`src/rtl/ic_pkg.sv`:
```
// Instruction cache package holding the cache geometry, address fields and shared types
`default_nettype none

package ic_pkg;

   localparam int ADDR_W       = 16;
   localparam int P_LINE       = 4;                    // 16-byte lines
   localparam int P_SETS       = 4;
   localparam int NUM_WAYS     = 2;
   localparam int P_WIN_BYTES  = 3;                    // Two instructions per fetch
   localparam int WIN_W        = 8 << P_WIN_BYTES;
   localparam int BUS_W        = 32;
   localparam int BEATS        = (1 << P_LINE) / (BUS_W / 8);
   localparam int WIN_PER_LINE = 1 << (P_LINE - P_WIN_BYTES);

   // Address split is tag | set | window | byte
   localparam int TAG_W        = ADDR_W - P_SETS - P_LINE;
   localparam int PAY_AW       = P_SETS + P_LINE - P_WIN_BYTES;
   localparam int BEAT_W       = $clog2(BEATS);
   localparam int WIN_IDX_W    = $clog2(WIN_PER_LINE);

   typedef logic [TAG_W-1:0]    tag_t;
   typedef logic [P_SETS-1:0]   set_t;
   typedef logic [ADDR_W-1:0]   paddr_t;
   typedef logic [WIN_W-1:0]    win_t;
   typedef logic [NUM_WAYS-1:0] way_vec_t;

   typedef struct packed {
      tag_t tag;
      logic valid;
   } tag_entry_t;

   typedef enum logic [2:0] {
      BOOT,
      IDLE,
      REPLACE,
      REFILL,
      INVALIDATE,
      RELOAD
   } ic_state_t;

endpackage

`default_nettype wire

```
`src/rtl/ic_lookup.sv`:
```
// Instruction cache lookup with stage registers, way compare and output window register
`default_nettype none

module ic_lookup
   import ic_pkg::*;
(
   input  wire logic                      clk,
   input  wire logic                      i_rst_n,
   input  wire logic                      i_ce,
   input  wire paddr_t                    i_addr,
   input  wire tag_entry_t [NUM_WAYS-1:0] i_tags,
   input  wire win_t [NUM_WAYS-1:0]       i_windows,
   input  wire logic                      i_refilling,
   input  wire logic                      i_win_we,
   input  wire logic [WIN_IDX_W-1:0]      i_win_idx,
   input  wire win_t                      i_win,
   output logic                           o_s1_valid,
   output logic                           o_hit,
   output paddr_t                         o_s2_addr,
   output win_t                           o_ins,
   output logic                           o_valid
);

   paddr_t   s1_addr;         // Address whose RAM data is on the outputs
   logic     s2_valid;
   way_vec_t hit_vec;
   win_t     match_win;
   logic     win_get;

   // Both stages advance only while the cache is not stalled
   always_ff @(posedge clk or negedge i_rst_n)
      begin
         if (!i_rst_n)
            begin
               o_s1_valid <= 1'b0;
               s2_valid   <= 1'b0;
            end
         else if (i_ce)
            begin
               o_s1_valid <= 1'b1;
               s2_valid   <= o_s1_valid;
            end
      end

   always_ff @(posedge clk)
      begin
         if (i_ce)
            begin
               s1_addr   <= i_addr;
               o_s2_addr <= s1_addr;   // Kept for replace and refill on a miss
            end
      end

   // Tag compare across the ways
   always_comb
      begin
         match_win = '0;
         for (int w = 0; w < NUM_WAYS; w++)
            begin
               hit_vec[w] = i_tags[w].valid &&
                            (i_tags[w].tag == s1_addr[ADDR_W-1 -: TAG_W]);
               if (hit_vec[w])
                  match_win = match_win | i_windows[w];
            end
      end

   assign o_hit = |hit_vec;

   // Requested window seen on its way into the RAM
   assign win_get = i_refilling & i_win_we &
                    (i_win_idx == o_s2_addr[P_WIN_BYTES +: WIN_IDX_W]);

   always_ff @(posedge clk)
      begin
         if (i_ce)
            o_ins <= match_win;
         else if (win_get)
            o_ins <= i_win;
      end

   assign o_valid = s2_valid & i_ce;    // Hidden while stalled

endmodule

`default_nettype wire

```
`config.mk`:
```
export PLATFORM = sky130hd
export DESIGN_NAME = ic_lookup
export DESIGN_NICKNAME = d
export VERILOG_FILES = /design/src/rtl/ic_pkg.sv /design/src/rtl/ic_lookup.sv
export SDC_FILE = /design/constraint.sdc
export NUM_CORES = 1
export LEC_CHECK = 0
export ABC_AREA = 1
export BUFFER_PORTS_ARGS = -buffer_cell sky130_fd_sc_hd__buf_2
export CAP_MARGIN = 15
export CORE_AREA = 2 2 123 125
export DETAILED_ROUTE_END_ITERATION = 7
export DIE_AREA = 0 0 125 127
export GPL_ROUTABILITY_DRIVEN = 0
export HOLD_SLACK_MARGIN = 0.15
export PLACE_DENSITY = 0.7
export SYNTH_ARGS = -nofsm -noshare
export SYNTH_HDL_FRONTEND = slang
export SYNTH_SLANG_ARGS = --single-unit
```
`constraint.sdc`:
```
create_clock -name clk -period 5.88 [get_ports clk]
set_input_delay 1.47 -clock clk [delete_from_list [all_inputs] [get_ports clk]]
set_output_delay 1.47 -clock clk [all_outputs]
set_load 0.03 [all_outputs]
```
## Word level (Yosys, flattened, before mapping)

Cells that the tools add are included.
W data, S select, Z words.

| storage, ports and cells | value |
|---|---|
| bits in registers | 98 |
| latch bits | 0 |
| memory bits (writable) | 0 |
| memory bits (read-only) | 0 |
| bits of input ports | 232 |
| output and inout port bits | 83 |
| logic and storage cells | 20 |
| memories kept | 0 |

| operators by class | value |
|---|---|
| $add $sub $neg | 0 |
| multiply operators | 0 |
| divide/modulo/power cells | 0 |
| $lt $le $gt $ge | 0 |
| equal/unequal tests | 3 |
| shift operators | 0 |
| muxes and demuxes | 4 |
| bitwise operators | 4 |
| reduce and logical (&&, ||, !) cells | 4 |

Operators with widths:

| operator | number |
|---|---|
| $mux W64 | 4 |
| $or A64 B64 Y64 | 1 |
| $eq A8 B8 Y1 | 2 |
| $and A1 B1 Y1 | 3 |
| $logic_and A1 B1 Y1 | 2 |
| $reduce_bool A2 Y1 | 1 |
| $reduce_or A2 Y1 | 1 |
| $eq A1 B1 Y1 | 1 |

## Longest topological paths before layout

| logic depth | value |
|---|---|
| depth in word-level cells | 6 |
| gate-level depth with buffers | 12 |
| mapped depth without buffers | 10 |

## Worst setup path before layout

OpenSTA, ideal clock, no wires.

| path | value |
|---|---|
| path type | input to register |
| from | input i_win_idx |
| to | register o_ins[0] (enable) |
| setup time | 575 ps |
| arrival time | 6,122 ps |
| setup slack | -817 ps |
| stages on the path | 2 |
| path buffers | 0 |
| path through | xor2_1 > o21ai_0 |

| between the ends | value |
|---|---|
| longest elaborated chain between the ends | 3 |

Ends and longest elaborated chain:

| element | line | text |
|---|---|---|
| start: declaration | ic_lookup.sv:15 | `input wire logic [WIN_IDX_W-1:0] i_win_idx,` |
| $eq A1 B1 Y1 | ic_lookup.sv:71 | `(i_win_idx == o_s2_addr[P_WIN_BYTES +: WIN_IDX_W]);` |
| $and A1 B1 Y1 | ic_lookup.sv:70 | `assign win_get = i_refilling & i_win_we &` |
| $reduce_bool A2 Y1 (no line) | - |  |
| end signal: assignment | ic_lookup.sv:76 | `o_ins <= match_win;` |
| end signal: assignment | ic_lookup.sv:78 | `o_ins <= i_win;` |
| end: declaration | ic_lookup.sv:20 | `output win_t o_ins,` |

No other way between the ends.
A chain may end at the register's enable or synchronous reset.

## Final worst setup path

| path | value |
|---|---|
| from | input i_tags[4] (netlist name) |
| to | output o_hit |

| between the ends | value |
|---|---|
| longest elaborated chain between the ends | 3 |

Ends and longest elaborated chain:

| element | line | text |
|---|---|---|
| start: declaration | ic_lookup.sv:11 | `input wire tag_entry_t [NUM_WAYS-1:0] i_tags,` |
| $eq A8 B8 Y1 | ic_lookup.sv:61 | `(i_tags[w].tag == s1_addr[ADDR_W-1 -: TAG_W]);` |
| $logic_and A1 B1 Y1 | ic_lookup.sv:60 | `hit_vec[w] = i_tags[w].valid &&` |
| $reduce_or A2 Y1 | ic_lookup.sv:67 | `assign o_hit = \|hit_vec;` |
| end: declaration | ic_lookup.sv:18 | `output logic o_hit,` |

No other way between the ends.

==> results.toml <==
[outcome]
status = "finished, final reports clean"

[yosys]
netlist.area_leader.share_pct = 53.3
synth_warnings = 0
synth_common_cells = "nand3_1 (194), nand2_1 (104), edfxtp_1 (96)"
async_flop_share_pct = 2.04
synth_area_leaders = "edfxtp_1 (53%), nand3_1 (18%), or2_2 (8.1%), nand2_1 (7.2%), inv_1 (5.6%)"
syn_area_per_cell_sq_um = 8.95
synth_area_leader_cell = "edfxtp_1"
synth_compound_area_share_pct = 0.254
post-synth-top-count-cell = "nand3_1"
synth_cell_type_count = 19
ys_ff_latch = 98
synth_top_family_by_area = "simple AND/OR/NAND/NOR gates"
yosysSeqAreaShare_pct = 54.2
synthesis.nets = 837
synthSimpleGateAreaFrac_pct = 34.1
synth_flop_cell = "edfxtp_1"
synthMuxAreaShare_pct = 0
synth_cells = 605
synth_edf_count = 96
synthXorXnorAreaFrac_pct = 0.485
synth_area_sq_um = 5410
synthAdderAreaFrac_pct = 0

[drt]
first_iter_violations = 292
drcViolationCount = 0
num_vias = 5134
dr.pass1.iters = 4
finalWirelength_mm = 15.6
wl_per_cell_um = 14.4
drtAntennaViolNets = 0
viasPerCell = 4.74

[critical_path]
r2r.worst_path.cells = 10
crit_path_top_delay_cell = "or2_2"
critPathMaxStageDelay_ps = 280
critPathKind = "primary input to output port"
worstSetupStartpointType = "primary input"
worst_r2r_endpoint = "o_ins[0]"
arrival_ps = 2400
crit_chain = "buf_2 > or2_2 > nand3_1 > nor2_4 > a22o_1 > buf_2"
rr_startpoint = "s1_addr[13]"
end_kind = "output port"
reg2reg_slack_ps = 3760
path_common_cell = "buf_2"
worstPathRequired_ps = 4410
cpLargestDelayFamily = "simple AND/OR/NAND/NOR gates"
critPathMaxFanout = 2
critPathBufInv = 2

[timing]
timing.final.hold_violations = 0
finalCritPeriodShare_pct = 65.9
finalSetupViolCount = 0
clock_skew_ps = 8.91
report.final.slew_viol_count = 0
max_freq_mhz = 258
tightest_slew_ps = 876
min_period_ps = 3870
relSlewSlack_pct = 41.6
rsz0062_at_grt = "false"
tns_ps = 0

[pwr]
p_per_area_nw_per_um2 = 246
leakage_nw = 3.70
vdd_ir_drop_max_uv = 160

[floorplan]
dieWidth_um = 125
core_area_sq_um = 14400
start_util_pct = 37.5
num_rows = 44
io_pins = 315
die_area_sq_um = 15900
die_y_um = 127

[clock_network]
clkLatencyLatePin_ps = 350
cts_root_buffer = "clkbuf_16"
postCtsSetupBuffers = 0
cts_tree = "done"
tritoncts_num_sinks = 98
path_clk_slew_ps = 70
cts_resized = 0
hold_buffers = 0
htreeDepth = 3
cts_buffer_depth = 2
cts_made_buffers = 9

[final_layout]
drive_above_1_share_pct = 45.9
stdcell_area_sq_um = 7320
area_delta_synth_final_pct = 35.2
nets = 1126
antennaDiodeCount = 0
fill_cells = 1441

[global_routing]
grt_pass1_wl_mm = 24.5
antenna_found_initial = 0
grt_usage_pct = 19.4
grt_start_max_net_pins = 95
grt_pass1_vias = 4693
gr-total-overflow = 0

[placement]
postPlaceCellArea_sq_um = 7020
dp_hpwl_mm = 11.4
portBuffers = 314

[worst_hold_path]
min_from = "s1_addr[2]"
hold_class = "flop to flop"
min_delay_path_depth = 0
hold_end = "o_s2_addr[2]"

[flow_run]
drv_cap = 0
## worst register-to-register path: cells and delay by family (launching register included)
family                 cells  cell delay (ps)
buffers and inverters      2              600
flip-flops                 1              460
AND/OR/NAND/NOR            8              940
## cell families (layout without fill, tap and decap cells)
kind of cell / count (synthesis) / in the layout
simple gates: 377 / 377
buf+inv: 125 / 419
compound gates: 2 / 2
xor+xnor: 3 / 3
flops: 98 / 98
## flip-flops by register name, indices dropped and copies added, names as in the netlist
name,count
o_ins,64
o_s1_valid,1
s1_addr,16
s2_valid,1
o_s2_addr,16
## routing by layer
| metal | GRT usage (%) | routed length, um |
|---|---|---|
| met5 | 0 | 0 |
| met4 | 8.69 | 526 |
| met3 | 4.23 | 1210 |
| met2 | 33.4 | 7800 |
| met1 | 23.5 | 6080 |
## through the flow
stage	power (mW)	setup slack, ps	utilization [%]	hold slack [ps]	instances
floorplan	1.08	913	-	400	605
global placement	1.23	2010	48.6	401	1067
detailed placement	1.23	2010	48.6	405	1067
CTS	1.83	2000	50.7	424	1083
global route	1.88	1900	50.7	432	1083
finish	1.80	2010	50.7	423	1083
## report_power, final
group | internal, mW | total (mW) | switching [mW]
registers | 0.832 | 0.848 | 0.0154
clock network | 0.304 | 0.590 | 0.285
logic | 0.128 | 0.364 | 0.235
total | 1.27 | 1.80 | 0.536
## layout make-up
cell class	count	area (sq um)	area share [%]
flip-flops and latches	98	2930	40.1
multi-input cells	382	1920	26.3
repair buffers	320	1620	22.1
inverters	83	312	4.26
well taps	184	230	3.15
clock buffers	9	225	3.08
clock inverters	7	76.3	1.04
## cell usage in the layout (no fill, tap or decap), types with 2 or more instances in the layout
cell type  instances
nor2_4             3
xor2_1             3
buf_2            313
inv_1             81
buf_4              7
clkbuf_16          9
nand2_1          104
or2_2             70
nor2_1             4
edfxtp_1          96
inv_6              3
inv_8              3
dfrtp_1            2
inv_2              2
nand3_1          194
## worst max-delay path by stage
stage / startpoint / end / cells past startpoint
after floorplan: i_win_idx / o_ins[0] / 2
after global placement: i_tags[4] / o_hit / 6
after detailed placement: i_tags[4] / o_hit / 6
after CTS: i_tags[4] / o_hit / 6
after global routing: i_ce / o_valid / 4
final: i_tags[4] / o_hit / 6
Power figures use the tool's default switching activity.
