`src/rtl/ic_ram.sv`:
```
// Single-port RAM with registered read that keeps its last output while not enabled
`default_nettype none

module ic_ram
#(
   parameter type data_t = logic [31:0],
   parameter int  AW     = 4
)
(
   input  wire logic          clk,
   input  wire logic          i_re,
   input  wire logic          i_we,
   input  wire logic [AW-1:0] i_addr,
   input  wire data_t         i_wdata,
   output data_t              o_rdata
);

   data_t mem [0:(1<<AW)-1];

   always_ff @(posedge clk)
      begin
         if (i_we)
            mem[i_addr] <= i_wdata;
         // Output only moves on an enabled read
         if (i_re)
            o_rdata <= mem[i_addr];
      end

endmodule

`default_nettype wire

```
`config.mk`:
```
export PLATFORM = sky130hd
export DESIGN_NAME = ic_ram
export DESIGN_NICKNAME = d
export VERILOG_FILES = /design/src/rtl/ic_ram.sv
export SDC_FILE = /design/constraint.sdc
export NUM_CORES = 1
export LEC_CHECK = 0
export BUFFER_PORTS_ARGS = -buffer_cell sky130_fd_sc_hd__buf_2
export CAP_MARGIN = 10
export CORE_ASPECT_RATIO = 0.6
export CORE_MARGIN = 5
export CORE_UTILIZATION = 60
export CTS_CLUSTER_SIZE = 12
export DETAILED_ROUTE_END_ITERATION = 10
export PLACE_DENSITY = 0.75
export SYNTH_ARGS = -nofsm -noshare
export SYNTH_HDL_FRONTEND = slang
export SYNTH_SLANG_ARGS = --single-unit
```
`constraint.sdc`:
```
create_clock -name clk -period 5.7 [get_ports clk]
set_clock_uncertainty 0.2 [all_clocks]
set_input_delay 1.14 -clock clk [delete_from_list [all_inputs] [get_ports clk]]
set_output_delay 1.14 -clock clk [all_outputs]
set_load 0.03 [all_outputs]
```
---- Yosys cells after proc, flatten, opt, wreduce, memory -nomap -nowiden ----
Memories as Yosys holds them, arrays and structs flattened. A register that Yosys moved wholly into a read port is not among the register bits.
Index checks and enable logic that the tools add are counted.
storage, ports and cells
  flip-flop bits (word level) ............. 0
  RAM bits ................................ 512
  input port bits ......................... 39
  logic and storage cells ................. 3
  memories kept ........................... 1
cells by class
  muxes and demuxes ....................... 2
memory list
  name  words  bits a word  rd ports  clocked after Yosys merged registers in  wr ports  line  source
  mem   16     32           1         1                                        1         18    data_t mem [0:(1<<AW)-1];
operator list
  operator  count
  $mux 1    2

---- Longest topological paths before layout ----
Gate-level depths: netlist (run 1).
  depth in word-level cells ............... 2
  gate-level depth with buffers ........... 6
  gate-level depth less buffers ........... 3

---- Worst setup path after synthesis (run 1) ----
No wires, ideal clock.
  kind .................................... input to register
  start ................................... input port i_addr[1]
  end ..................................... memory mem[0][0] in the netlist's numbering (enable)
  library setup time ...................... 461 ps
  data arrival time ....................... 3921 ps
  data required time ...................... 5039 ps
  setup slack ............................. 1118 ps
  stages on the path ...................... 4
  cells stage by stage .................... buf_2 buf_4 clkbuf_1 nor3_1
RTL lines
  element          line  source
  start, declared  13    input wire logic [AW-1:0] i_addr,
  end, declared    18
Straight into the memory's write port.

---- Final worst setup path (run 1) ----
  start ................................... input port i_addr[1]
  end ..................................... memory mem[11][15] in the netlist's numbering (enable)
Straight into the memory's write port.

==> metrics.csv, run 1 <==
stage,metric,value,unit
routing,wl_per_cell,28.7,um
critical_path,crit_path_start_kind,input pin,
sta,slew_headroom,20.9,%
global_route,grt_overflow,0,
placement,dp.final_hpwl,22.1,mm
hold_path,hp-class,reg2reg,
cells_and_area,fin_area,22500,sq um
cells_and_area,drive_gt1_share,31.1,%
run_status,outcome,completed,
sta,rsz0062_at_grt,no,
global_route,grt_start_max_net_pins,87,
routing,drt_iter0_markers,1148,
cells_and_area,diodes,0,
power,leakagePower,7.13,nW
logic_synthesis,synth_nets,879,
sta,period_needed,3.45,ns
cells_and_area,syn2layout_area_growth,11.6,%
power,vdd_drop_max,0.000240,V
sta,tightest_slew,1.18,ns
critical_path,critical_path_class,in2reg,
routing,drcViolationCount,0,
run,cap_violations,0,
logic_synthesis,syn-cell-area,20200,sq um
global_route,grt_pass1_wl,61.1,mm
clocking,postCtsResizedCells,0,
sta,hold_slack,0.550,ns
critical_path,cp_slowest_cell,nor2_4,
placement,gp_congestion,0.740,
die,rows,52,
critical_path,cp_data_required_time,5.77,ns
clocking,cts_made_buffers,51,
sta,setup_viol,0,
clocking,clk_path_buf_depth,3,
power,p_per_area,350,nW/um^2
clocking,h-tree-depth,2,
critical_path,worst-path-max-fanout,86,
global_route,grt_pass1_vias,9537,
die,core-area,33400,sq um
critical_path,path_cells,"buf_6, nand2_1, nor2_4, buf_4",
logic_synthesis,postSynthAreaPerCell,24.0,sq um
clocking,path_clk_slew,0.06,ns
critical_path,cp.buffers_inverters,2,
logic_synthesis,ys_types,16,
die,ios,71,
sta,setup_tns,0,ns
sta,slew_viol_final,0,
placement,place_ws,1.68,ns
logic_synthesis,yosysSeqAreaShare,80.9,%
routing,dr.pass1.iters,5,
sta,max_freq,290,MHz
power,p_total,7.88,mW
global_route,track_usage,21.9,%
critical_path,arrival,3.52,ns
clocking,clock-root-buffer,clkbuf_16,
critical_path,crit_path_max_incr_delay,0.82,ns
logic_synthesis,synthCells,840,
die,die_w,247,um
critical_path,end_kind,register,
routing,final_antenna_net_count,0,
clocking,hold_buffers,0,
die,die_area,37500,sq um
routing,avgViaCountPerCell,6.56,
placement,dpl-instance-area,21200,sq um
routing,routed_wirelength,40.3,mm
clocking,clk_latency,0.57,ns
clocking,cts_tree,built,
logic_synthesis,synth_seq_cells,544,
sta,finalHoldViolCount,0,
die,initial_utilization,60.4,%
sta,setup_slack,2.25,ns
logic_synthesis,yosys_warnings,0,
die,die_y,152,um
cells_and_area,nets,977,
clocking,post_cts_buffers,0,
sta,fin_crit_sh,60.5,%
global_route,antenna_found_initial,0,
clocking,cts.sinks,544,
placement,portBuffers,70,
critical_path,path_delay_family,simple AND/OR/NAND/NOR gates,
routing,num_vias,9205,
## cells by family after synthesis
group,Yosys count,share of synthesized area [%]
flip-flops,544,80.9
multiplexers,128,14.3
AO/OA/AOI/OAI,64,2.38
AND/OR/NAND/NOR,59,1.25
buffers and inverters,45,1.15
## cell usage in the layout, fill, tap and decap left out
cell and instances:
nor3_2 4, mux4_2 128, clkbuf_16 52, a22oi_1 64, buf_4 20, edfxtp_1 544
nand3b_1 2, nand2b_1 2, inv_6 1, clkinv_8 1, clkbuf_8 1, buf_6 1
nand2_1 33, nand3_1 1, clkbuf_1 5, clkinv_2 1, or3b_2 1, nor2b_4 2
nor2_4 13, and2_2 1, buf_2 68
## power by group
group	internal, mW	total (mW)	switching [mW]
Combinational	0.151	0.413	0.262
Sequential	4.51	4.53	0.0256
Clock	1.62	2.93	1.31
## layer usage
metal,share of wire (%),GRT usage [%]
met5,0,0
met2,46,31.9
met3,9.0,4.11
met4,1.9,5.20
met1,44,35.6
## cells in the mapped netlist, drive strengths merged
library cell  number  area share, %
nor2b              2          0.062
nand2b             2          0.062
mux4             128             14
nor2              13           0.24
or3b               1          0.043
nand3b             2          0.074
nand2             33           0.61
a22oi             64            2.4
buf               18           0.64
nand3              1          0.025
nor3               4          0.099
clkbuf            27           0.50
and2               1          0.031
edfxtp           544             81
## worst paths after layout
kind               start  cells after the start           to  slack, ns
max            i_addr[1]                      4  mem[11][15]       2.25
min          mem[14][23]                      3  o_rdata[23]       0.55
max reg2reg  mem[10][18]                      3  o_rdata[18]       3.98
min reg2reg  mem[14][23]                      3  o_rdata[23]       0.55
## through the flow
| stage | cells | util [%] |
|---|---|---|
| CTS | 1404 | 67.4 |
| finish | 1404 | 67.4 |
| detailed placement | 1344 | 63.3 |
| global route | 1404 | 67.4 |
| floorplan | 840 | - |
| global placement | 1344 | 63.3 |
## registers in the layout, summed over array words and instances (netlist names)
signal and flops:
mem 512, o_rdata 32
## layout make-up
cell class                 instances  area, sq um
clock inverter                     3         30.0
tap                              459          574
sequential                       544        16300
multi-input combinational        251         3750
clock buffer                      57         1320
timing repair buffer              90          515
fill                            2084        10900
## worst min-delay path: cells and delay by family (launching register included)
kind	cells	cell delay, ns
DFF	1	0.31
AOI/OAI and AO/OA	1	0.05
muxes	1	0.22
and+or+nand+nor	1	0.06
(Power assumes the default switching activity.)
==> run 2, diff against run 1 <==
==> constraint.sdc (replaced) <==
create_clock -name clk -period 3.3 [get_ports clk]
set_clock_uncertainty 0.2 [all_clocks]
set_input_delay 0.66 -clock clk [delete_from_list [all_inputs] [get_ports clk]]
set_output_delay 0.66 -clock clk [all_outputs]
set_load 0.03 [all_outputs]
==> run 2 against run 1 <==
Utilization up 1.1 points; critical path depth up 1; die area unchanged; clock power up 74%; cell count up 2.3%; sequential share of layout area down 1.1 points.
==> metrics.csv, run 2 (same netlist as run 1, synthesis figures left out) <==
stage,metric,value,unit
die,die_area,37500,sq um
power,leakagePower,7.32,nW
clocking,post_cts_buffers,0,
routing,final_antenna_net_count,0,
critical_path,end_kind,register,
sta,setup_viol,0,
global_route,track_usage,23.6,%
global_route,antenna_found_initial,0,
run,cap_violations,0,
clocking,cts_tree,built,
cells_and_area,fin_area,22900,sq um
critical_path,path_cells,"clkbuf_8, buf_4, mux4_2, a22oi_1, nand2_1",
placement,portBuffers,70,
cells_and_area,final_cells,1436,
sta,rsz0062_at_grt,no,
global_route,grt_overflow,0,
sta,max_freq,452,MHz
global_route,grt_start_max_net_pins,46,
power,p_total,13.7,mW
clocking,h-tree-depth,2,
critical_path,path_delay_family,buffers and inverters,
critical_path,crit_path_max_incr_delay,0.54,ns
routing,routed_wirelength,43.5,mm
run_status,outcome,completed,
critical_path,crit_cells,5,
clocking,postCtsResizedCells,0,
sta,fin_crit_sh,67.0,%
die,initial_utilization,60.4,%
die,die_y,152,um
global_route,grt_busiest_layer,met1,
hold_path,whs_path_depth,1,
routing,drt_iter0_markers,1183,
global_route,grt_pass1_wl,64.6,mm
routing,wl_per_cell,30.3,um
critical_path,crit_path_start_kind,input pin,
sta,finalHoldViolCount,0,
routing,drcViolationCount,0,
global_route,grt_pass1_vias,9644,
clocking,clock-root-buffer,clkbuf_16,
die,core-area,33400,sq um
cells_and_area,postLayoutCoreUtil,68.4,%
clocking,path_clk_slew,0.06,ns
clocking,cts_made_buffers,51,
routing,num_vias,9379,
cells_and_area,drive_gt1_share,33.0,%
routing,dr.pass1.iters,5,
cells_and_area,nets,1006,
power,p_per_area,598,nW/um^2
critical_path,cp_data_required_time,3.42,ns
critical_path,worst-path-max-fanout,40,
cells_and_area,seqCellArea,16300,sq um
critical_path,critical_path_class,in2reg,
power,vdd_drop_max,0.000413,V
hold_path,hp-class,in2reg,
placement,dp.final_hpwl,23.7,mm
placement,gp_congestion,0.772,
sta,period_needed,2.21,ns
clocking,cts.sinks,544,
cells_and_area,final_common_cell,edfxtp_1,
global_route,gr-usage-met1,36.6,%
routing,avgViaCountPerCell,6.53,
cells_and_area,final_cell_mix,"edfxtp_1, mux4_2, buf_2",
clocking,clk_path_buf_depth,3,
global_route,use_met3,4.13,%
placement,dpl-instance-area,21500,sq um
clocking,hold_buffers,0,
sta,setup_tns,0,ns
cells_and_area,largest_reg_flops,512,
sta,tightest_slew,0.663,ns
cells_and_area,multi_input_area,3750,sq um
critical_path,arrival,2.33,ns
die,rows,52,
placement,placed_cells,1373,
cells_and_area,largest_registers,"mem: 512 flops, o_rdata: 32 flops",
cells_and_area,syn2layout_area_growth,13.4,%
sta,slew_viol_final,0,
clocking,clk_latency,0.57,ns
cells_and_area,regMostFlops,mem,
global_route,use_met2,36.3,%
critical_path,cp_slowest_cell,mux4_2,
die,die_w,247,um
critical_path,worst-r2r-cell-count,3,
cells_and_area,nFillCells,2019,
die,ios,71,
sta,slew_headroom,55.7,%
critical_path,cp.buffers_inverters,2,
-- run 2: path summary, 6_finish.rpt --
kind | start | end | slack [ns]
max | i_addr[0] | o_rdata[18] | 1.09
max reg2reg | mem[3][30] | o_rdata[30] | 1.61
min | i_wdata[12] | mem[9][12] | 0.26
min reg2reg | mem[14][20] | o_rdata[20] | 0.54
-- run 2: metal layers --
layer	vias up	share of wire (%)	routed length, um
met5	-	0	0
met4	0	1.7	743
met3	68	8.3	3620
met2	460	48	21000
met1	5013	42	18100
li1	3838	-	-
-- run 2: area by class of cell --
cell class / count / area share [%]
clock inverters: 3 / 0.126
flip-flops and latches: 544 / 71.4
repair buffers: 119 / 3.80
diodes: 2 / 0.0219
well taps: 459 / 2.51
multi-input cells: 251 / 16.4
clock buffers: 58 / 5.78
-- run 2: report_power, final --
| group | total (mW) | switching [mW] | internal [mW] |
|---|---|---|---|
| clock network | 5.09 | 2.29 | 2.80 |
| logic | 0.753 | 0.466 | 0.287 |
| registers | 7.83 | 0.0465 | 7.79 |
-- run 2: worst reg2reg max path, stage by stage (launching register included) --
cell and delay [ns]:
edfxtp_1 0.39, mux4_2 0.50, a22oi_1 0.26, nand2_1 0.09
-- run 2: stage by stage --
step                      setup slack [ns]  hold WS [ns]
after global placement               0.557         0.529
final                                 1.09         0.262
after detailed placement             0.516         0.531
after global routing                 0.992         0.253
after floorplan                     -0.802         0.510
after CTS                             1.11         0.239
==> run 3, diff against run 2 <==
--- a/config.mk
+++ b/config.mk
@@ -5,14 +5,15 @@
 export SDC_FILE = /design/constraint.sdc
 export NUM_CORES = 1
 export LEC_CHECK = 0
+export ABC_AREA = 1
 export BUFFER_PORTS_ARGS = -buffer_cell sky130_fd_sc_hd__buf_2
 export CAP_MARGIN = 10
 export CORE_ASPECT_RATIO = 0.6
 export CORE_MARGIN = 5
-export CORE_UTILIZATION = 60
+export CORE_UTILIZATION = 56
 export CTS_CLUSTER_SIZE = 12
 export DETAILED_ROUTE_END_ITERATION = 10
-export PLACE_DENSITY = 0.75
+export PLACE_DENSITY = 0.73
 export SYNTH_ARGS = -nofsm -noshare
 export SYNTH_HDL_FRONTEND = slang
 export SYNTH_SLANG_ARGS = --single-unit
==> constraint.sdc (replaced) <==
create_clock -name clk -period 1.9 [get_ports clk]
set_clock_uncertainty 0.2 [all_clocks]
set_input_delay 0.38 -clock clk [delete_from_list [all_inputs] [get_ports clk]]
set_output_delay 0.38 -clock clk [all_outputs]
set_load 0.03 [all_outputs]
==> run 3 against run 2 <==
Synthesized cell count increased to 2.5 times the previous value; synthesized area increased by 12%; clock power increased by 77%; first-iteration DRC count increased by 22%; critical path depth decreased by 4; critical path type is now reg2out; sequential power increased by 74%; count of clock-buffer cells in the layout increased by 4; cell area increased by 14%.
==> metrics.csv, run 3 <==
stage,metric,value,unit
critical_path,worst-path-max-fanout,1,
critical_path,crit_path_start_kind,register,
die,ios,71,
critical_path,critical_path_class,reg2out,
hold_path,whs_path_depth,1,
sta,hold_slack,0.0264,ns
routing,routed_wirelength,53.2,mm
logic_synthesis,synthTopCellsByCount,"nand2_1, edfxtp_1, inv_1, buf_2, buf_6",
critical_path,r2r_setup_slack,0.58,ns
logic_synthesis,syn-cell-area,22500,sq um
sta,tightest_slew,0.395,ns
power,leakagePower,10.9,nW
logic_synthesis,synthTopCellsByArea,"edfxtp_1, nand2_1, inv_1",
logic_synthesis,synth_seq_cells,544,
sta,max_freq,552,MHz
logic_synthesis,yosys_warnings,0,
global_route,grt_pass1_wl,82.3,mm
clocking,postCtsResizedCells,0,
logic_synthesis,postSynthAreaPerCell,10.7,sq um
placement,portBuffers,70,
cells_and_area,largest_registers,"mem: 512 flops, o_rdata: 32 flops",
power,vdd_drop_max,0.000841,V
die,core-area,39400,sq um
logic_synthesis,async_flop_share,0,%
logic_synthesis,ys_types,12,
global_route,track_usage,24.3,%
global_route,grt_start_max_net_pins,55,
routing,dr.pass1.iters,5,
hold_path,min_from,i_wdata[16],
critical_path,cp.buffers_inverters,1,
critical_path,cp_data_required_time,1.32,ns
cells_and_area,largest_reg_flops,512,
run_status,outcome,completed,
hold_path,holdPathEnd,mem[0][16],
sta,finalHoldViolCount,0,
sta,rsz0062_at_grt,no,
cells_and_area,nFillCells,2857,
logic_synthesis,synth_edf_count,544,
sta,setup_slack,0.0883,ns
critical_path,r2r-end,o_rdata[29],
cells_and_area,final_common_cell,nand2_1,
global_route,grt_overflow,0,
clocking,h-tree-depth,2,
critical_path,cp_slowest_cell,edfxtp_1,
routing,avgViaCountPerCell,5.34,
routing,num_vias,14843,
critical_path,crit_start,o_rdata[20],
logic_synthesis,ys.flop_type,edfxtp_1,
clocking,cts.sinks,544,
hold_path,hp-class,in2reg,
clocking,clock-root-buffer,clkbuf_16,
die,die_y,165,um
global_route,grt_pass1_vias,14252,
critical_path,end_kind,output port,
logic_synthesis,synth_top_area_share,72.5,%
cells_and_area,drive_gt1_share,10.0,%
critical_path,worst-r2r-cell-count,8,
critical_path,path_cells,buf_2,
routing,drt_iter0_markers,1446,
sta,period_needed,1.81,ns
critical_path,crit_path_max_incr_delay,0.45,ns
critical_path,arrival,1.23,ns
cells_and_area,regMostFlops,mem,
die,die_area,44500,sq um
sta,slew_headroom,73.7,%
clocking,hold_buffers,28,
routing,drcViolationCount,0,
clocking,cts_made_buffers,52,
logic_synthesis,synth_nets,2152,
die,initial_utilization,57.2,%
critical_path,r2r_start,mem[12][29],
critical_path,path_delay_family,flip-flops,
global_route,antenna_found_initial,2,
die,die_w,269,um
sta,setup_tns,0,ns
clocking,post_cts_buffers,0,
clocking,path_clk_slew,0.06,ns
logic_synthesis,synth_largest_area_cell,edfxtp_1,
sta,setup_viol,0,
cells_and_area,syn2layout_area_growth,15.3,%
power,p_total,24.4,mW
routing,wl_per_cell,19.2,um
routing,final_antenna_net_count,0,
cells_and_area,nets,2282,
power,p_per_area,941,nW/um^2
die,rows,56,
logic_synthesis,synthCells,2113,
logic_synthesis,yosysSeqAreaShare,72.5,%
placement,dp.final_hpwl,30.0,mm
run,cap_violations,0,
sta,slew_viol_final,0,
clocking,cts_tree,built,
logic_synthesis,yosysMostFrequentCell,nand2_1,
clocking,clk_path_buf_depth,3,
sta,fin_crit_sh,95.4,%
clocking,clk_latency,0.57,ns
placement,gp_congestion,0.785,
placement,place_ws,0.0710,ns
cells_and_area,final_cell_mix,"nand2_1, edfxtp_1, inv_1",
==> run 3: power by group <==
group	switching, mW	internal, mW	leakage, nW
logic	1.27	0.563	5.27
registers	0.0720	13.5	4.95
clock network	4.05	4.96	0.672
==> run 3: final cells by class <==
| class | count | area [sq um] | share of cell area, % |
|---|---|---|---|
| clock inverter | 3 | 17.5 | 0.0674 |
| multi-input combinational | 1400 | 5450 | 21.0 |
| timing repair buffer | 174 | 1890 | 7.26 |
| inverter | 71 | 277 | 1.06 |
| clock buffer | 62 | 1360 | 5.24 |
| sequential | 544 | 16300 | 62.9 |
| tap | 522 | 653 | 2.51 |
| antenna | 2 | 5.00 | 0.0193 |
==> run 3: cell families after synthesis <==
family                 count (synthesis)  synth area share [%]
buffers and inverters                169                  4.16
flip-flops                           544                  72.5
AND/OR/NAND/NOR                     1400                  23.3
==> run 3: metrics by stage <==
stage | cell area, sq um | util [%] | std cells
finish | 26000 | 66.0 | 2778
global route | 26000 | 66.0 | 2777
CTS | 26000 | 66.0 | 2776
detailed placement | 24300 | 61.8 | 2683
global placement | 24300 | 61.8 | 2683
floorplan | 22800 | - | 2113
==> run 3: metal layers <==
layer  global-route usage (%)  vias to the layer above  routed length, um
met2                     37.9                      642              24100
met3                     3.60                      101               4510
met5                        0                        -                 13
li1                         -                     7042                  -
met1                     36.6                     7056              23500
met4                     6.06                        2               1100
==> run 3: worst max-delay path by stage <==
| stage | endpoint | slack [ns] | depth (start not counted) |
|---|---|---|---|
| after CTS | o_rdata[20] | 0.07 | 1 |
| after detailed placement | mem[2][31] | 0.07 | 5 |
| final | o_rdata[20] | 0.09 | 1 |
| after global placement | o_rdata[15] | 0.08 | 9 |
| after floorplan | mem[0][0] | -0.20 | 6 |
| after global routing | o_rdata[20] | 0.06 | 1 |
