[src/rtl/ic_pkg.sv]
// Instruction cache package holding the cache geometry, address fields and shared types
`default_nettype none

package ic_pkg;

   localparam int ADDR_W       = 16;
   localparam int P_LINE       = 4;                    // 16-byte lines
   localparam int P_SETS       = 4;
   localparam int NUM_WAYS     = 2;
   localparam int P_WIN_BYTES  = 3;                    // Two instructions per fetch
   localparam int WIN_W        = 8 << P_WIN_BYTES;
   localparam int BUS_W        = 32;
   localparam int BEATS        = (1 << P_LINE) / (BUS_W / 8);
   localparam int WIN_PER_LINE = 1 << (P_LINE - P_WIN_BYTES);

   // Address split is tag | set | window | byte
   localparam int TAG_W        = ADDR_W - P_SETS - P_LINE;
   localparam int PAY_AW       = P_SETS + P_LINE - P_WIN_BYTES;
   localparam int BEAT_W       = $clog2(BEATS);
   localparam int WIN_IDX_W    = $clog2(WIN_PER_LINE);

   typedef logic [TAG_W-1:0]    tag_t;
   typedef logic [P_SETS-1:0]   set_t;
   typedef logic [ADDR_W-1:0]   paddr_t;
   typedef logic [WIN_W-1:0]    win_t;
   typedef logic [NUM_WAYS-1:0] way_vec_t;

   typedef struct packed {
      tag_t tag;
      logic valid;
   } tag_entry_t;

   typedef enum logic [2:0] {
      BOOT,
      IDLE,
      REPLACE,
      REFILL,
      INVALIDATE,
      RELOAD
   } ic_state_t;

endpackage

`default_nettype wire

[src/rtl/ic_refill.sv]
// Instruction cache line refill over the read-address/read-data bus with window assembly
`default_nettype none

module ic_refill
   import ic_pkg::*;
(
   input  wire logic                 clk,
   input  wire logic                 i_rst_n,
   input  wire logic                 i_req,
   input  wire logic                 i_refilling,
   input  wire paddr_t               i_line_addr,
   input  wire logic                 i_arready,
   input  wire logic                 i_rvalid,
   input  wire logic [BUS_W-1:0]     i_rdata,
   input  wire logic                 i_rlast,
   output logic                      o_arvalid,
   output paddr_t                    o_araddr,
   output logic                      o_rready,
   output logic                      o_win_we,
   output logic [WIN_IDX_W-1:0]      o_win_idx,
   output win_t                      o_win,
   output logic                      o_done
);

   logic [BEAT_W-1:0] beat_cnt;
   logic [BUS_W-1:0]  lo_word;     // First beat of the current window
   logic              r_hs;

   // Address phase held until the slave takes it
   always_ff @(posedge clk or negedge i_rst_n)
      begin
         if (!i_rst_n)
            o_arvalid <= 1'b0;
         else if (i_req)
            o_arvalid <= 1'b1;
         else if (o_arvalid && i_arready)
            o_arvalid <= 1'b0;
      end

   always_ff @(posedge clk)
      begin
         if (i_req)
            o_araddr <= {i_line_addr[ADDR_W-1:P_LINE], {P_LINE{1'b0}}};
      end

   // No data accepted before the address is out
   assign o_rready = i_refilling & ~o_arvalid;
   assign r_hs     = i_rvalid & o_rready;

   always_ff @(posedge clk or negedge i_rst_n)
      begin
         if (!i_rst_n)
            beat_cnt <= '0;
         else if (r_hs)
            beat_cnt <= i_rlast ? '0 : beat_cnt + 1'b1;
      end

   // Even beats are the lower word of a window
   always_ff @(posedge clk)
      begin
         if (r_hs && !beat_cnt[0])
            lo_word <= i_rdata;
      end

   assign o_win_we  = r_hs & beat_cnt[0];
   assign o_win_idx = beat_cnt[BEAT_W-1 -: WIN_IDX_W];
   assign o_win     = {i_rdata, lo_word};
   assign o_done    = r_hs & i_rlast;

endmodule

`default_nettype wire

[config.mk]
export PLATFORM = sky130hd
export DESIGN_NAME = ic_refill
export DESIGN_NICKNAME = d
export VERILOG_FILES = /design/src/rtl/ic_pkg.sv /design/src/rtl/ic_refill.sv
export SDC_FILE = /design/constraint.sdc
export NUM_CORES = 1
export LEC_CHECK = 0
export ABC_AREA = 1
export BUFFER_PORTS_ARGS = -buffer_cell sky130_fd_sc_hd__buf_2
export CAP_MARGIN = 5
export CORE_AREA = 5 5 89 70
export DETAILED_ROUTE_END_ITERATION = 10
export DIE_AREA = 0 0 94 75
export GPL_TIMING_DRIVEN = 0
export PLACE_DENSITY = 0.85
export SYNTH_ARGS = -nofsm -noshare
export SYNTH_HDL_FRONTEND = slang
export SYNTH_SLANG_ARGS = --single-unit
[constraint.sdc]
create_clock -name clk -period 2.5 [get_ports clk]
set_clock_uncertainty 0.15 [all_clocks]
set_input_delay 0.5 -clock clk [delete_from_list [all_inputs] [get_ports clk]]
set_output_delay 0.5 -clock clk [all_outputs]
set_load 0.05 [all_outputs]
# Word-level counts from Yosys, hierarchy flattened
# Index checks and enable logic that the tools add are counted.
[word_totals]
elab_cells = 17
out_inout_bits = 85
inputBits = 55
reg_bits = 47
[op_classes]
muxes = 3
add_sub_neg = 1
bitwise_logic = 5
n_reduce_logical = 4
[ops]
columns = ["cell", "count"]
rows = [
  ["$and 1x1->1", 4],
  ["$add 2x1->2 const B", 1],
  ["$logic_and 1x1->1", 2],
  ["$mux 1", 2],
  ["$mux 2", 1],
  ["$reduce_bool 2->1", 1],
  ["$logic_not 1->1", 1],
  ["$not 1->1", 1],
]

# Depth between registers and ports, before layout
# Gate-level depths: netlist of run 1.
[depth]
word_depth = 4
ltp_mapped = 6
depth_no_buf = 6

# Worst setup path after synthesis of run 1
# No wires, ideal clock.
[synth_path]
kind = "register -> register"
start = "reg o_arvalid"
end = "reg lo_word[0] (enable)"
period_less_slack_ns = 2.839
arrival_ns = 2.267
n_path_buf = 0
required_time_ns = 1.929
setup_ns = 0.421
path_stages_with_launch = 6
path_slack_ns = -0.339
cell_sequence = "dfrtp_1 > inv_2 > nand2_2 > nor2_4 > inv_2 > nor2_1"
[synth_via]
elab_chain_cells = 4
[synth_lines]
columns = ["element", "line", "source"]
rows = [
  ["start: declaration", "ic_refill.sv:16", "output logic o_arvalid,"],
  ["start signal: assignment", "ic_refill.sv:33", "o_arvalid <= 1'b0;"],
  ["start signal: assignment", "ic_refill.sv:35", "o_arvalid <= 1'b1;"],
  ["start signal: assignment", "ic_refill.sv:37", "o_arvalid <= 1'b0;"],
  ["$not 1->1", "ic_refill.sv:47", "assign o_rready = i_refilling & ~o_arvalid;"],
  ["$and 1x1->1", "ic_refill.sv:47", ""],
  ["$and 1x1->1", "ic_refill.sv:48", "assign r_hs = i_rvalid & o_rready;"],
  ["$logic_and 1x1->1", "ic_refill.sv:61", "if (r_hs && !beat_cnt[0])"],
  ["end signal: assignment", "ic_refill.sv:62", "lo_word <= i_rdata;"],
  ["end: declaration", "ic_refill.sv:26", "logic [BUS_W-1:0] lo_word;"],
]
# No other way between the ends.
# A chain may end at the register's enable or synchronous reset.

# Worst setup path after layout of run 1
[layout_path]
start = "reg o_arvalid"
end = "out o_done"
[layout_via]
elab_chain_cells = 4
[layout_lines]
columns = ["element", "line", "source"]
rows = [
  ["$not 1->1", "ic_refill.sv:47", ""],
  ["$and 1x1->1", "ic_refill.sv:47", ""],
  ["$and 1x1->1", "ic_refill.sv:48", ""],
  ["$and 1x1->1", "ic_refill.sv:68", "assign o_done = r_hs & i_rlast;"],
  ["end: declaration", "ic_refill.sv:22", "output logic o_done"],
]
# No other way between the ends.

==> key figures, run 1 <==
STA
  • Fin. max-slew vios: 0
  • Slew headroom: ~40%
  • RSZ-0062 raised after global routing: no
  • Period utilisation layout: 80.4%
  • Pin slew with the least headroom to its limit: 901 ps
  • Final Setup Violations: 0
  • Fmax: a little under 500 MHz
  • Hold slack final: 229 ps
  • Min setup slack post-route: 489 ps
  • Min cycle time layout: 2010 ps
  • Final Hold Viols: 0

Final layout
  • Fin nets: 303
  • Non-Filler Instances: 324
  • Most common cell after layout, fill and taps aside: buf_2
  • Commonest cells after routing, fill and taps aside: buf_2, edfxtp_1, buf_4, nand2_1, clkbuf_8
  • ANT cells: 0
  • Area grow syn2layout: 50.2%
  • Layout cells sized above 1: 72.7%

Drt
  • Number of routed nets with antenna violations: 0
  • DRC errors left: 0
  • Vias per cell: roughly 3.9
  • Vias: approximately 1300
  • Final WL: 4190 microns
  • Wire length per cell: approximately 13 microns
  • Drt first-iter violations: 26
  • Drt pass-1 iters: 4

Worst setup path
  • Crit end category: output pin
  • WS Path Type: reg2out
  • Reg2reg path depth: 5
  • Slowest stage delay, CP: roughly 400 ps
  • Most frequent CP cell: inv_2
  • Worst path slowest cell: dfrtp_1
  • CP max FO: 5
  • Levels on crit path: 6
  • CP bufs+invs: 3
  • Req. time, crit path: 1850 ps
  • WP data arrival: around 1400 ps
  • Startpoint types: flop
  • Critical path, cell by cell: inv_2 -> nand2_2 -> nor2_4 -> inv_2 -> nor2_1 -> buf_2
  • Crit-path leading delay family: buffers and inverters

Power and ir drop
  • Power density cells: 705 nW/um^2
  • Peak VDD IR: 253 uV
  • Pleak: about 1.3 nW

Clock network
  • Clk Tree Root Cell: clkbuf_8
  • Max Root-Sink Buffers: 2
  • Post-CTS setup buffers: 0
  • H-tree depth: 2
  • CTS Buf Count: 5
  • Worst skew pair latency: 290 ps
  • Reg clk slew, reported paths: 80 ps
  • Clk sink count: 47
  • Clock tree from TritonCTS: done

Floorplanning
  • CORE AREA: 5240 sq um
  • Initial core utilization: roughly a third
  • # IOs: 140
  • Die area: 7050 sq um
  • # rows: 23
  • Die H: 75 microns
  • Die Width: 94 microns

Placed design
  • Number of port buffers: between 100 and 150
  • Placer's final routability congestion estimate: 0.641
  • Detailed Place HPWL: 3400 microns
  • Placed insts: ~320
  • Place WS: about 330 ps

Global route
  • Largest net degree at the start of global routing: 33
  • First-pass GRT wire length: 5890 microns
  • GR Util All Layers: 11.1%
  • Antenna violations before repair: 0
  • Vias in the first global route: 1243
  • Overflow after GRT: 0

Synth
  • Synth area leader: edfxtp_1
  • Cell count after synthesis: 106
  • #FFs+latches synth: 47
  • Main area contributors after synthesis: edfxtp_1, buf_4, dfrtp_1
  • Avg Cell Area, Syn: about 17 sq um
  • Synth Warn #: 0
  • Synth top area share: 74.6%
  • Synth cell types: 13
  • Seq/Total Area, Yosys: 78.8%
  • Synth Cell Area: 1770 sq um

Min path
  • Hold depth: 1
  • Min-Delay Path Class: in2reg

Job
  • Maxcap violations: 0

Outcome
  • Outcome: finished, final reports clean
==> area by class of cell <==
| class | count | area (sq um) |
|---|---|---|
| Buffer | 36 | 270 |
| Multi-Input combinational cell | 19 | 97.6 |
| Clock buffer | 5 | 68.8 |
| Inverter | 7 | 26.3 |
| Fill cell | 487 | 2580 |
| Sequential cell | 47 | 1400 |
| Timing Repair Buffer | 132 | 666 |
| Tap cell | 75 | 93.8 |
| Clock inverter | 3 | 42.5 |
==> metrics by stage <==
step	instance area (sq um)	power, mW	utilization, %	TNS, ps
after floorplan	1790	1.24	-	0
after global placement	2530	1.34	48.4	-2810
after detailed placement	2540	1.35	48.5	0
after CTS	2660	1.91	50.8	0
after global routing	2660	1.96	50.8	0
final	2660	1.88	50.8	0
==> per-layer routing <==
metal | vias up | wire length, microns | track usage, %
li1 | 603 | - | -
met1 | 574 | 1390 | 10.9
met2 | 69 | 2320 | 21.7
met3 | 5 | 438 | 3.70
met4 | 0 | 49 | 4.33
met5 | - | 0 | 0
==> timing repair <==
action	in CTS	in global routing
gates resized for setup	0	0
hold buffers	1	0
hold endpoints to repair	3	0
==> path summary, 6_finish.rpt <==
path / startpoint / end / slack (ps)
max: o_arvalid / o_done / 490
min: i_line_addr[11] / o_araddr[11] / 230
max reg2reg: o_arvalid / lo_word[12] / 550
min reg2reg: o_arvalid / o_arvalid / 410
max in group asynchronous: i_rst_n / beat_cnt[0] / 1710
min in group asynchronous: i_rst_n / o_arvalid / 390
==> synthesized netlist by cell type, drive strengths merged <==
| cell | n |
|---|---|
| buf | 36 |
| conb | 1 |
| dfrtp | 3 |
| edfxtp | 44 |
| inv | 7 |
| nand2 | 8 |
| nand3 | 2 |
| nor2 | 4 |
| o21bai | 1 |
==> registers in the layout (all words and copies together), names as in the netlist <==
register	count
o_arvalid	1
lo_word	32
o_araddr	12
beat_cnt	2
==> cell families (layout without fill, tap and decap cells) <==
group	after synthesis	after routing	share of synthesized area [%]
buffers and inverters	43	183	16.7
other	1	4	0.212
AND/OR/NAND/NOR	14	14	3.81
AO/OA/AOI/OAI	1	1	0.424
flip-flops	47	47	78.8
==> where the power goes <==
part,internal [mW],leakage (nW),total (mW),switching [mW]
Sequential,0.901,0.445,0.917,0.0156
Clock,0.298,0.0562,0.547,0.249
Combinational,0.112,0.782,0.414,0.302
Total,1.31,1.28,1.88,0.566
Note: power is estimated with default switching activity, not from simulation.
==> run 2: changes to the inputs <==
Clock period 2.5 ns to 1.7 ns, I/O delays scaled along.
==> run 2 against run 1 <==
  * The run now ends with setup timing left
  * Utilization is 3.0 points higher
  * Critical path depth rose by 2
  * Count of clock-buffer cells in the layout stayed put
  * Combinational power up 55%
  * Flip-flop and latch count did not move
  * Non-clock buffer count increased by 8
  * Via count rose by 3.0%
  * Register-to-register slack lost 610 ps
  * Sequential share of layout area is 2.9 points lower
  * Critical path type is now reg2reg
  * Largest cell class unchanged
  * Highest routed layer unchanged
==> key figures, run 2 (synthesis results as in run 1) <==
Outcome
  • Outcome: finished with violations
  • Failing checks: setup timing

Final layout
  • Most common cell after layout, fill and taps aside: buf_2
  • Area grow syn2layout: 59.2%
  • Commonest cells after routing, fill and taps aside: buf_2, edfxtp_1, buf_4, nand2_1
  • Area taken by multi-input logic gates: ~130 sq um
  • Number of flip-flops in the largest register: 32
  • Reg with most FFs: lo_word
  • Largest regs: lo_word x32, o_araddr x12, beat_cnt x2
  • Non-Filler Instances: about 330
  • Fin nets: roughly 310
  • ANT cells: 0
  • Layout cells sized above 1: 75.2%
  • Storage element area: 1400 sq um
  • FILL cells: 455
  • Final instance area: 2820 sq um

Worst setup path
  • Critical path origin: o_arvalid
  • WP data arrival: 1630 ps
  • Req. time, crit path: 1570 ps
  • FF-to-FF Start: o_arvalid
  • R2r endpoint: lo_word[6]
  • Critical path, cell by cell: inv_2 -> nand2_4 -> nor2_4 -> inv_4 -> buf_4 -> buf_4 -> nor2_4 -> clkbuf_16
  • Setup crit end: lo_word[6]
  • Reg2reg setup slack: -60 ps
  • Startpoint types: flop
  • Worst path slowest cell: dfrtp_2
  • Crit end category: flop
  • CP max FO: 8
  • Reg2reg path depth: 8
  • WS Path Type: reg2reg
  • Slowest stage delay, CP: 410 ps

Power and ir drop
  • Pint: about 2 mW
  • Clk network pwr share: 28.9%
  • Sequential share of power: 48.2%
  • Sw power: about 860 uW
  • Pleak: between 1 and 1.5 nW
  • Peak VDD IR: 422 uV
  • Power density cells: approximately 1000 nW/um^2
  • Net Sw Frac: 30.5%
  • Comb pwr share: 22.8%
  • Pwr Total: 2.81 mW

Global route
  • Overflow after GRT: 0
  • Largest net degree at the start of global routing: 17
  • Antenna violations before repair: 0
  • GR Util All Layers: 11.7%
  • Vias in the first global route: 1267
  • First-pass GRT wire length: 6220 microns

Floorplanning
  • Die area: ~7000 sq um
  • CORE AREA: around 5200 sq um
  • # IOs: between 100 and 150
  • Die H: 75 microns
  • Die Width: 94 microns
  • Initial core utilization: 33.8%
  • # rows: 23

Clock network
  • Clk Tree Root Cell: clkbuf_8
  • Clock tree from TritonCTS: done
  • Max Root-Sink Buffers: 2
  • H-tree depth: 2
  • Worst skew pair latency: 290 ps
  • CTS Buf Count: 5
  • Reg clk slew, reported paths: approximately 90 ps
  • Clk sink count: between 40 and 50

Drt
  • DRC errors left: 0
  • Drt first-iter violations: 18
  • Vias: ~1300
  • Drt pass-1 iters: 4
  • Final WL: 4410 microns
  • Vias per cell: 3.87
  • Number of routed nets with antenna violations: 0
  • Wire length per cell: 13.2 microns

STA
  • Total negative slack: -787 ps
  • Final Setup Violations: 18
  • Period utilisation layout: 104%
  • Fmax: 567 MHz
  • Min cycle time layout: 1760 ps
  • Final Hold Viols: 0
  • RSZ-0062 raised after global routing: yes
  • Min setup slack post-route: -62.9 ps
  • Fin. max-slew vios: 0

Placed design
  • DP Area: 2540 sq um
  • Detailed Place HPWL: 3340 microns
  • Placed insts: 315
  • Placer's final routability congestion estimate: between 0.7 and 0.8
  • Number of port buffers: 131
  • Place WS: -310 ps

Job
  • Maxcap violations: 0

Min path
  • Min-Delay Path Class: in2reg
==> run 2: critical path: cells and delay by family, from the launching register on <==
kind | cells | cell delay [ps]
flops | 1 | 410
simple gates | 3 | 320
buf+inv | 5 | 610
==> run 2: metal layers <==
| metal | share of wire [%] | track usage (%) | vias up | wire [microns] |
|---|---|---|---|---|
| met5 | 0 | 0 | - | 0 |
| li1 | - | - | 624 | - |
| met2 | 54 | 21.2 | 69 | 2390 |
| met3 | 9.6 | 3.60 | 2 | 421 |
| met4 | 0.59 | 3.85 | 0 | 26 |
| met1 | 36 | 13.2 | 594 | 1570 |
==> run 2: through the flow <==
step | hold slack, ps | utilization [%]
floorplan | -106 | -
global placement | -13.2 | 48.6
detailed placement | -9.69 | 48.6
CTS | 56.1 | 52.4
global route | 48.2 | 53.8
finish | 69.6 | 53.8
==> run 2: repair_timing <==
action,in CTS,in global routing
hold buffers,1,0
endpoints found under the setup margin,34,34
gates cloned,1,1
hold endpoints to repair,3,0
pin swaps,4,5
gates resized for setup,8,7
setup buffers,4,3
==> run 2: cell type report <==
cell class | count | area share (%)
multi-input cells | 20 | 4.48
repair buffers | 140 | 28.0
inverters | 7 | 1.02
clock inverters | 3 | 1.51
plain buffers | 36 | 9.58
clock buffers | 5 | 2.44
flip-flops and latches | 47 | 49.6
well taps | 75 | 3.33
==> run 2: power groups by stage <==
stage	clock, mW	sequential, mW	combinational (mW)
global route	0.883	1.36	0.675
detailed placement	0	1.38	0.612
global placement	0	1.37	0.603
finish	0.812	1.36	0.641
CTS	0.839	1.36	0.629
floorplan	0	1.55	0.278
==> run 2: how the worst min path moves through the flow <==
stage,from,endpoint,slack [ps],depth (start not counted)
after CTS,i_line_addr[12],o_araddr[12],60,1
after global routing,i_line_addr[15],o_araddr[15],50,1
after global placement,i_rst_n,beat_cnt[1],-10,1
after floorplan,i_rst_n,beat_cnt[0],-110,0
final,i_line_addr[12],o_araddr[12],70,1
after detailed placement,i_rst_n,beat_cnt[1],-10,1
==> run 3: changes to the inputs <==
Settings changed: ABC_AREA 1 to not set, CORE_AREA 5 5 89 70 to 5 5 88 70, CTS_CLUSTER_DIAMETER set to 60, DIE_AREA 0 0 94 75 to 0 0 93 75, REMOVE_ABC_BUFFERS set to 1.
==> run 3 against run 2 <==
  * The run now ends clean
  * Utilization is 6.7 points lower
  * First-iteration DRC count up 17%
  * Global-route usage down 1.3 points
  * Critical path type is now reg2out
  * Sequential share of layout area increased by 7.6 points
  * Highest routed layer is now met3
  * Routed wire length fell by 9.7%
  * Via count shrank 12%
  * Flip-flop and latch count unchanged
==> key figures, run 3 <==
Power and ir drop
  • Pint: 1.90 mW
  • Pwr Total: around 2.7 mW
  • Pleak: 1.11 nW
  • Comb pwr share: between 20 and 25%
  • Peak VDD IR: 427 uV
  • Clk network pwr share: 27.9%
  • Net Sw Frac: 30.4%
  • Sequential share of power: between 50 and 60%
  • Sw power: 832 uW
  • Power density cells: 1120 nW/um^2

Clock network
  • Reg clk slew, reported paths: 80 ps
  • H-tree depth: 2
  • CTS Buf Count: 5
  • Clk Tree Root Cell: clkbuf_8
  • Clk sink count: 47
  • Clock tree from TritonCTS: done
  • Worst skew pair latency: 280 ps
  • Max Root-Sink Buffers: 2

Synth
  • Top-count cell post-synth: edfxtp_1
  • Post-synth top flop: edfxtp_1
  • Synth cell types: 15
  • Synth Warn #: 0
  • Commonest cells post-synth: edfxtp_1, buf_4, dfrtp_1, nor2_1, nand2_1
  • Seq/Total Area, Yosys: 79.3%
  • Asr flop ratio synth: 6.38%
  • Avg Cell Area, Syn: ~18 sq um
  • Cell count after synthesis: 98
  • Synth area leader: edfxtp_1
  • #FFs+latches synth: 47
  • Main area contributors after synthesis: edfxtp_1, buf_4, dfrtp_1
  • Number of synthesized flops with an enable pin: 44
  • Synth top area share: approximately three quarters
  • Synth Cell Area: 1760 sq um

Drt
  • Number of routed nets with antenna violations: 0
  • Drt pass-1 iters: 3
  • Wire length per cell: 14.7 microns
  • Vias per cell: 4.18
  • Vias: 1132
  • Drt first-iter violations: 21
  • Final WL: about 4000 microns
  • DRC errors left: 0

Worst setup path
  • Startpoint types: flop
  • WS Path Type: reg2out
  • Crit end category: output pin
  • Req. time, crit path: between 1000 and 1500 ps
  • Crit-path leading delay family: flip-flops
  • Worst path slowest cell: dfrtp_1
  • CP max FO: 4
  • Critical path, cell by cell: nor2b_1 -> and3_1 -> buf_6
  • Slowest stage delay, CP: 410 ps
  • Levels on crit path: 3
  • CP bufs+invs: 1
  • WP data arrival: 1190 ps
  • Reg2reg path depth: 5

Global route
  • Met3 Resource Use GR: 4.10%
  • Overflow after GRT: 0
  • GRT Max-Usage Layer: met2
  • First-pass GRT wire length: 5420 microns
  • GR Util All Layers: 10.4%
  • GR Layer Usage met1: 12.1%
  • Antenna violations before repair: 0
  • Met2 Track Usage GR: between 10% and 20%
  • Largest net degree at the start of global routing: 17
  • Vias in the first global route: 1108

Final layout
  • Layout cells sized above 1: 70.8%
  • ANT cells: 0
  • Number of flip-flops in the largest register: 32
  • Finished Core Util: 47.1%
  • Fin nets: 264
  • Largest regs: lo_word x32, o_araddr x12, beat_cnt x2
  • Area taken by multi-input logic gates: 124 sq um
  • Area grow syn2layout: 38.7%
  • Reg with most FFs: lo_word
  • Storage element area: 1400 sq um
  • Commonest cells after routing, fill and taps aside: buf_2, edfxtp_1, clkbuf_8, conb_1, nor2_4
  • Most common cell after layout, fill and taps aside: buf_2
  • FILL cells: 461

Floorplanning
  • Die area: roughly 7000 sq um
  • Initial core utilization: 34.0%
  • Die Width: 93 microns
  • # IOs: 140
  • Die H: 75 microns
  • CORE AREA: 5180 sq um
  • # rows: 23

Min path
  • Min-Delay Path Class: in2reg
  • Hold depth: 1

STA
  • Fmax: slightly below 600 MHz
  • Min cycle time layout: 1680 ps
  • Final Setup Violations: 0
  • Total negative slack: 0 ps
  • RSZ-0062 raised after global routing: yes
  • Period utilisation layout: 98.8%
  • Final Hold Viols: 0
  • Fin. max-slew vios: 0
  • Hold slack final: ~73 ps

Placed design
  • Detailed Place HPWL: 3190 microns
  • Placer's final routability congestion estimate: ~0.72
  • Number of port buffers: 131

Job
  • Maxcap violations: 0

Outcome
  • Outcome: finished, final reports clean
run 3: cell types whose count changed in the layout (fill, tap and decap cells not counted), moves of 2 or more:
| cell | change |
|---|---|
| inv_1 | -2 |
| nand2_1 | -5 |
| inv_2 | -2 |
| buf_4 | -39 |
| nor2_4 | -2 |
run 3: cells by family after synthesis:
group | after synthesis | synth area share [%]
muxes | 1 | 0.640
other | 1 | 0.213
buffers and inverters | 38 | 15.8
DFF | 47 | 79.3
and+or+nand+nor | 10 | 3.63
AOI/OAI and AO/OA | 1 | 0.427
run 3: power by group through the flow:
stage          clock [mW]  combinational [mW]  sequential [mW]
2_1_floorplan           0              0.0677             1.57
3_3_place_gp            0               0.567             1.39
3_5_place_dp            0               0.576             1.39
4_1_cts             0.801               0.585             1.38
5_1_grt             0.845               0.618             1.38
6_report            0.764               0.595             1.38
run 3: area by class of cell:
cell class                      count  area share, %
Tap cell                           62           3.18
Clock inverter                      1           1.23
Timing Repair Buffer              136           30.0
Sequential cell                    47           57.2
Clock buffer                        6           2.97
Multi-Input combinational cell     17           5.07
Inverter                            2          0.307
run 3: worst paths after layout:
path	startpoint	end	slack [ps]
worst max-delay path	o_arvalid	o_done	20
worst max register to register	o_arvalid	beat_cnt[1]	110
min in group asynchronous	i_rst_n	o_arvalid	220
max in group asynchronous	i_rst_n	beat_cnt[0]	1060
worst min register to register	beat_cnt[1]	beat_cnt[1]	380
worst min-delay path	i_line_addr[8]	o_araddr[8]	70
run 3: worst register-to-register path, stage by stage, from the launching register on:
cell and delay, ps:
dfrtp_1 410, nand3b_4 180, buf_4 170, buf_4 140
or4_1 390, nand3_1 90
run 3: metrics by stage:
| stage | std cells | worst slack, ps | instance area [sq um] |
|---|---|---|---|
| final | 271 | 21.2 | 2440 |
| after global placement | 258 | -1330 | 2230 |
| after detailed placement | 258 | -145 | 2240 |
| after CTS | 269 | 11.1 | 2390 |
| after floorplan | 65 | -1060 | 1500 |
| after global routing | 271 | -38.1 | 2440 |
run 3: timing repair:
action	in CTS	in global routing
resized for setup	5	3
gates cloned	1	0
pin swaps	1	3
hold buffers	1	0
setup buffers	2	2
endpoints found under the setup margin	34	34
endpoints found under the hold margin	3	0
run 3: layer usage:
| metal | part of all wire, % | up-vias |
|---|---|---|
| met3 | 11 | 0 |
| met5 | 0 | - |
| met4 | 0 | 0 |
| met1 | 38 | 527 |
| met2 | 52 | 77 |
| li1 | - | 528 |
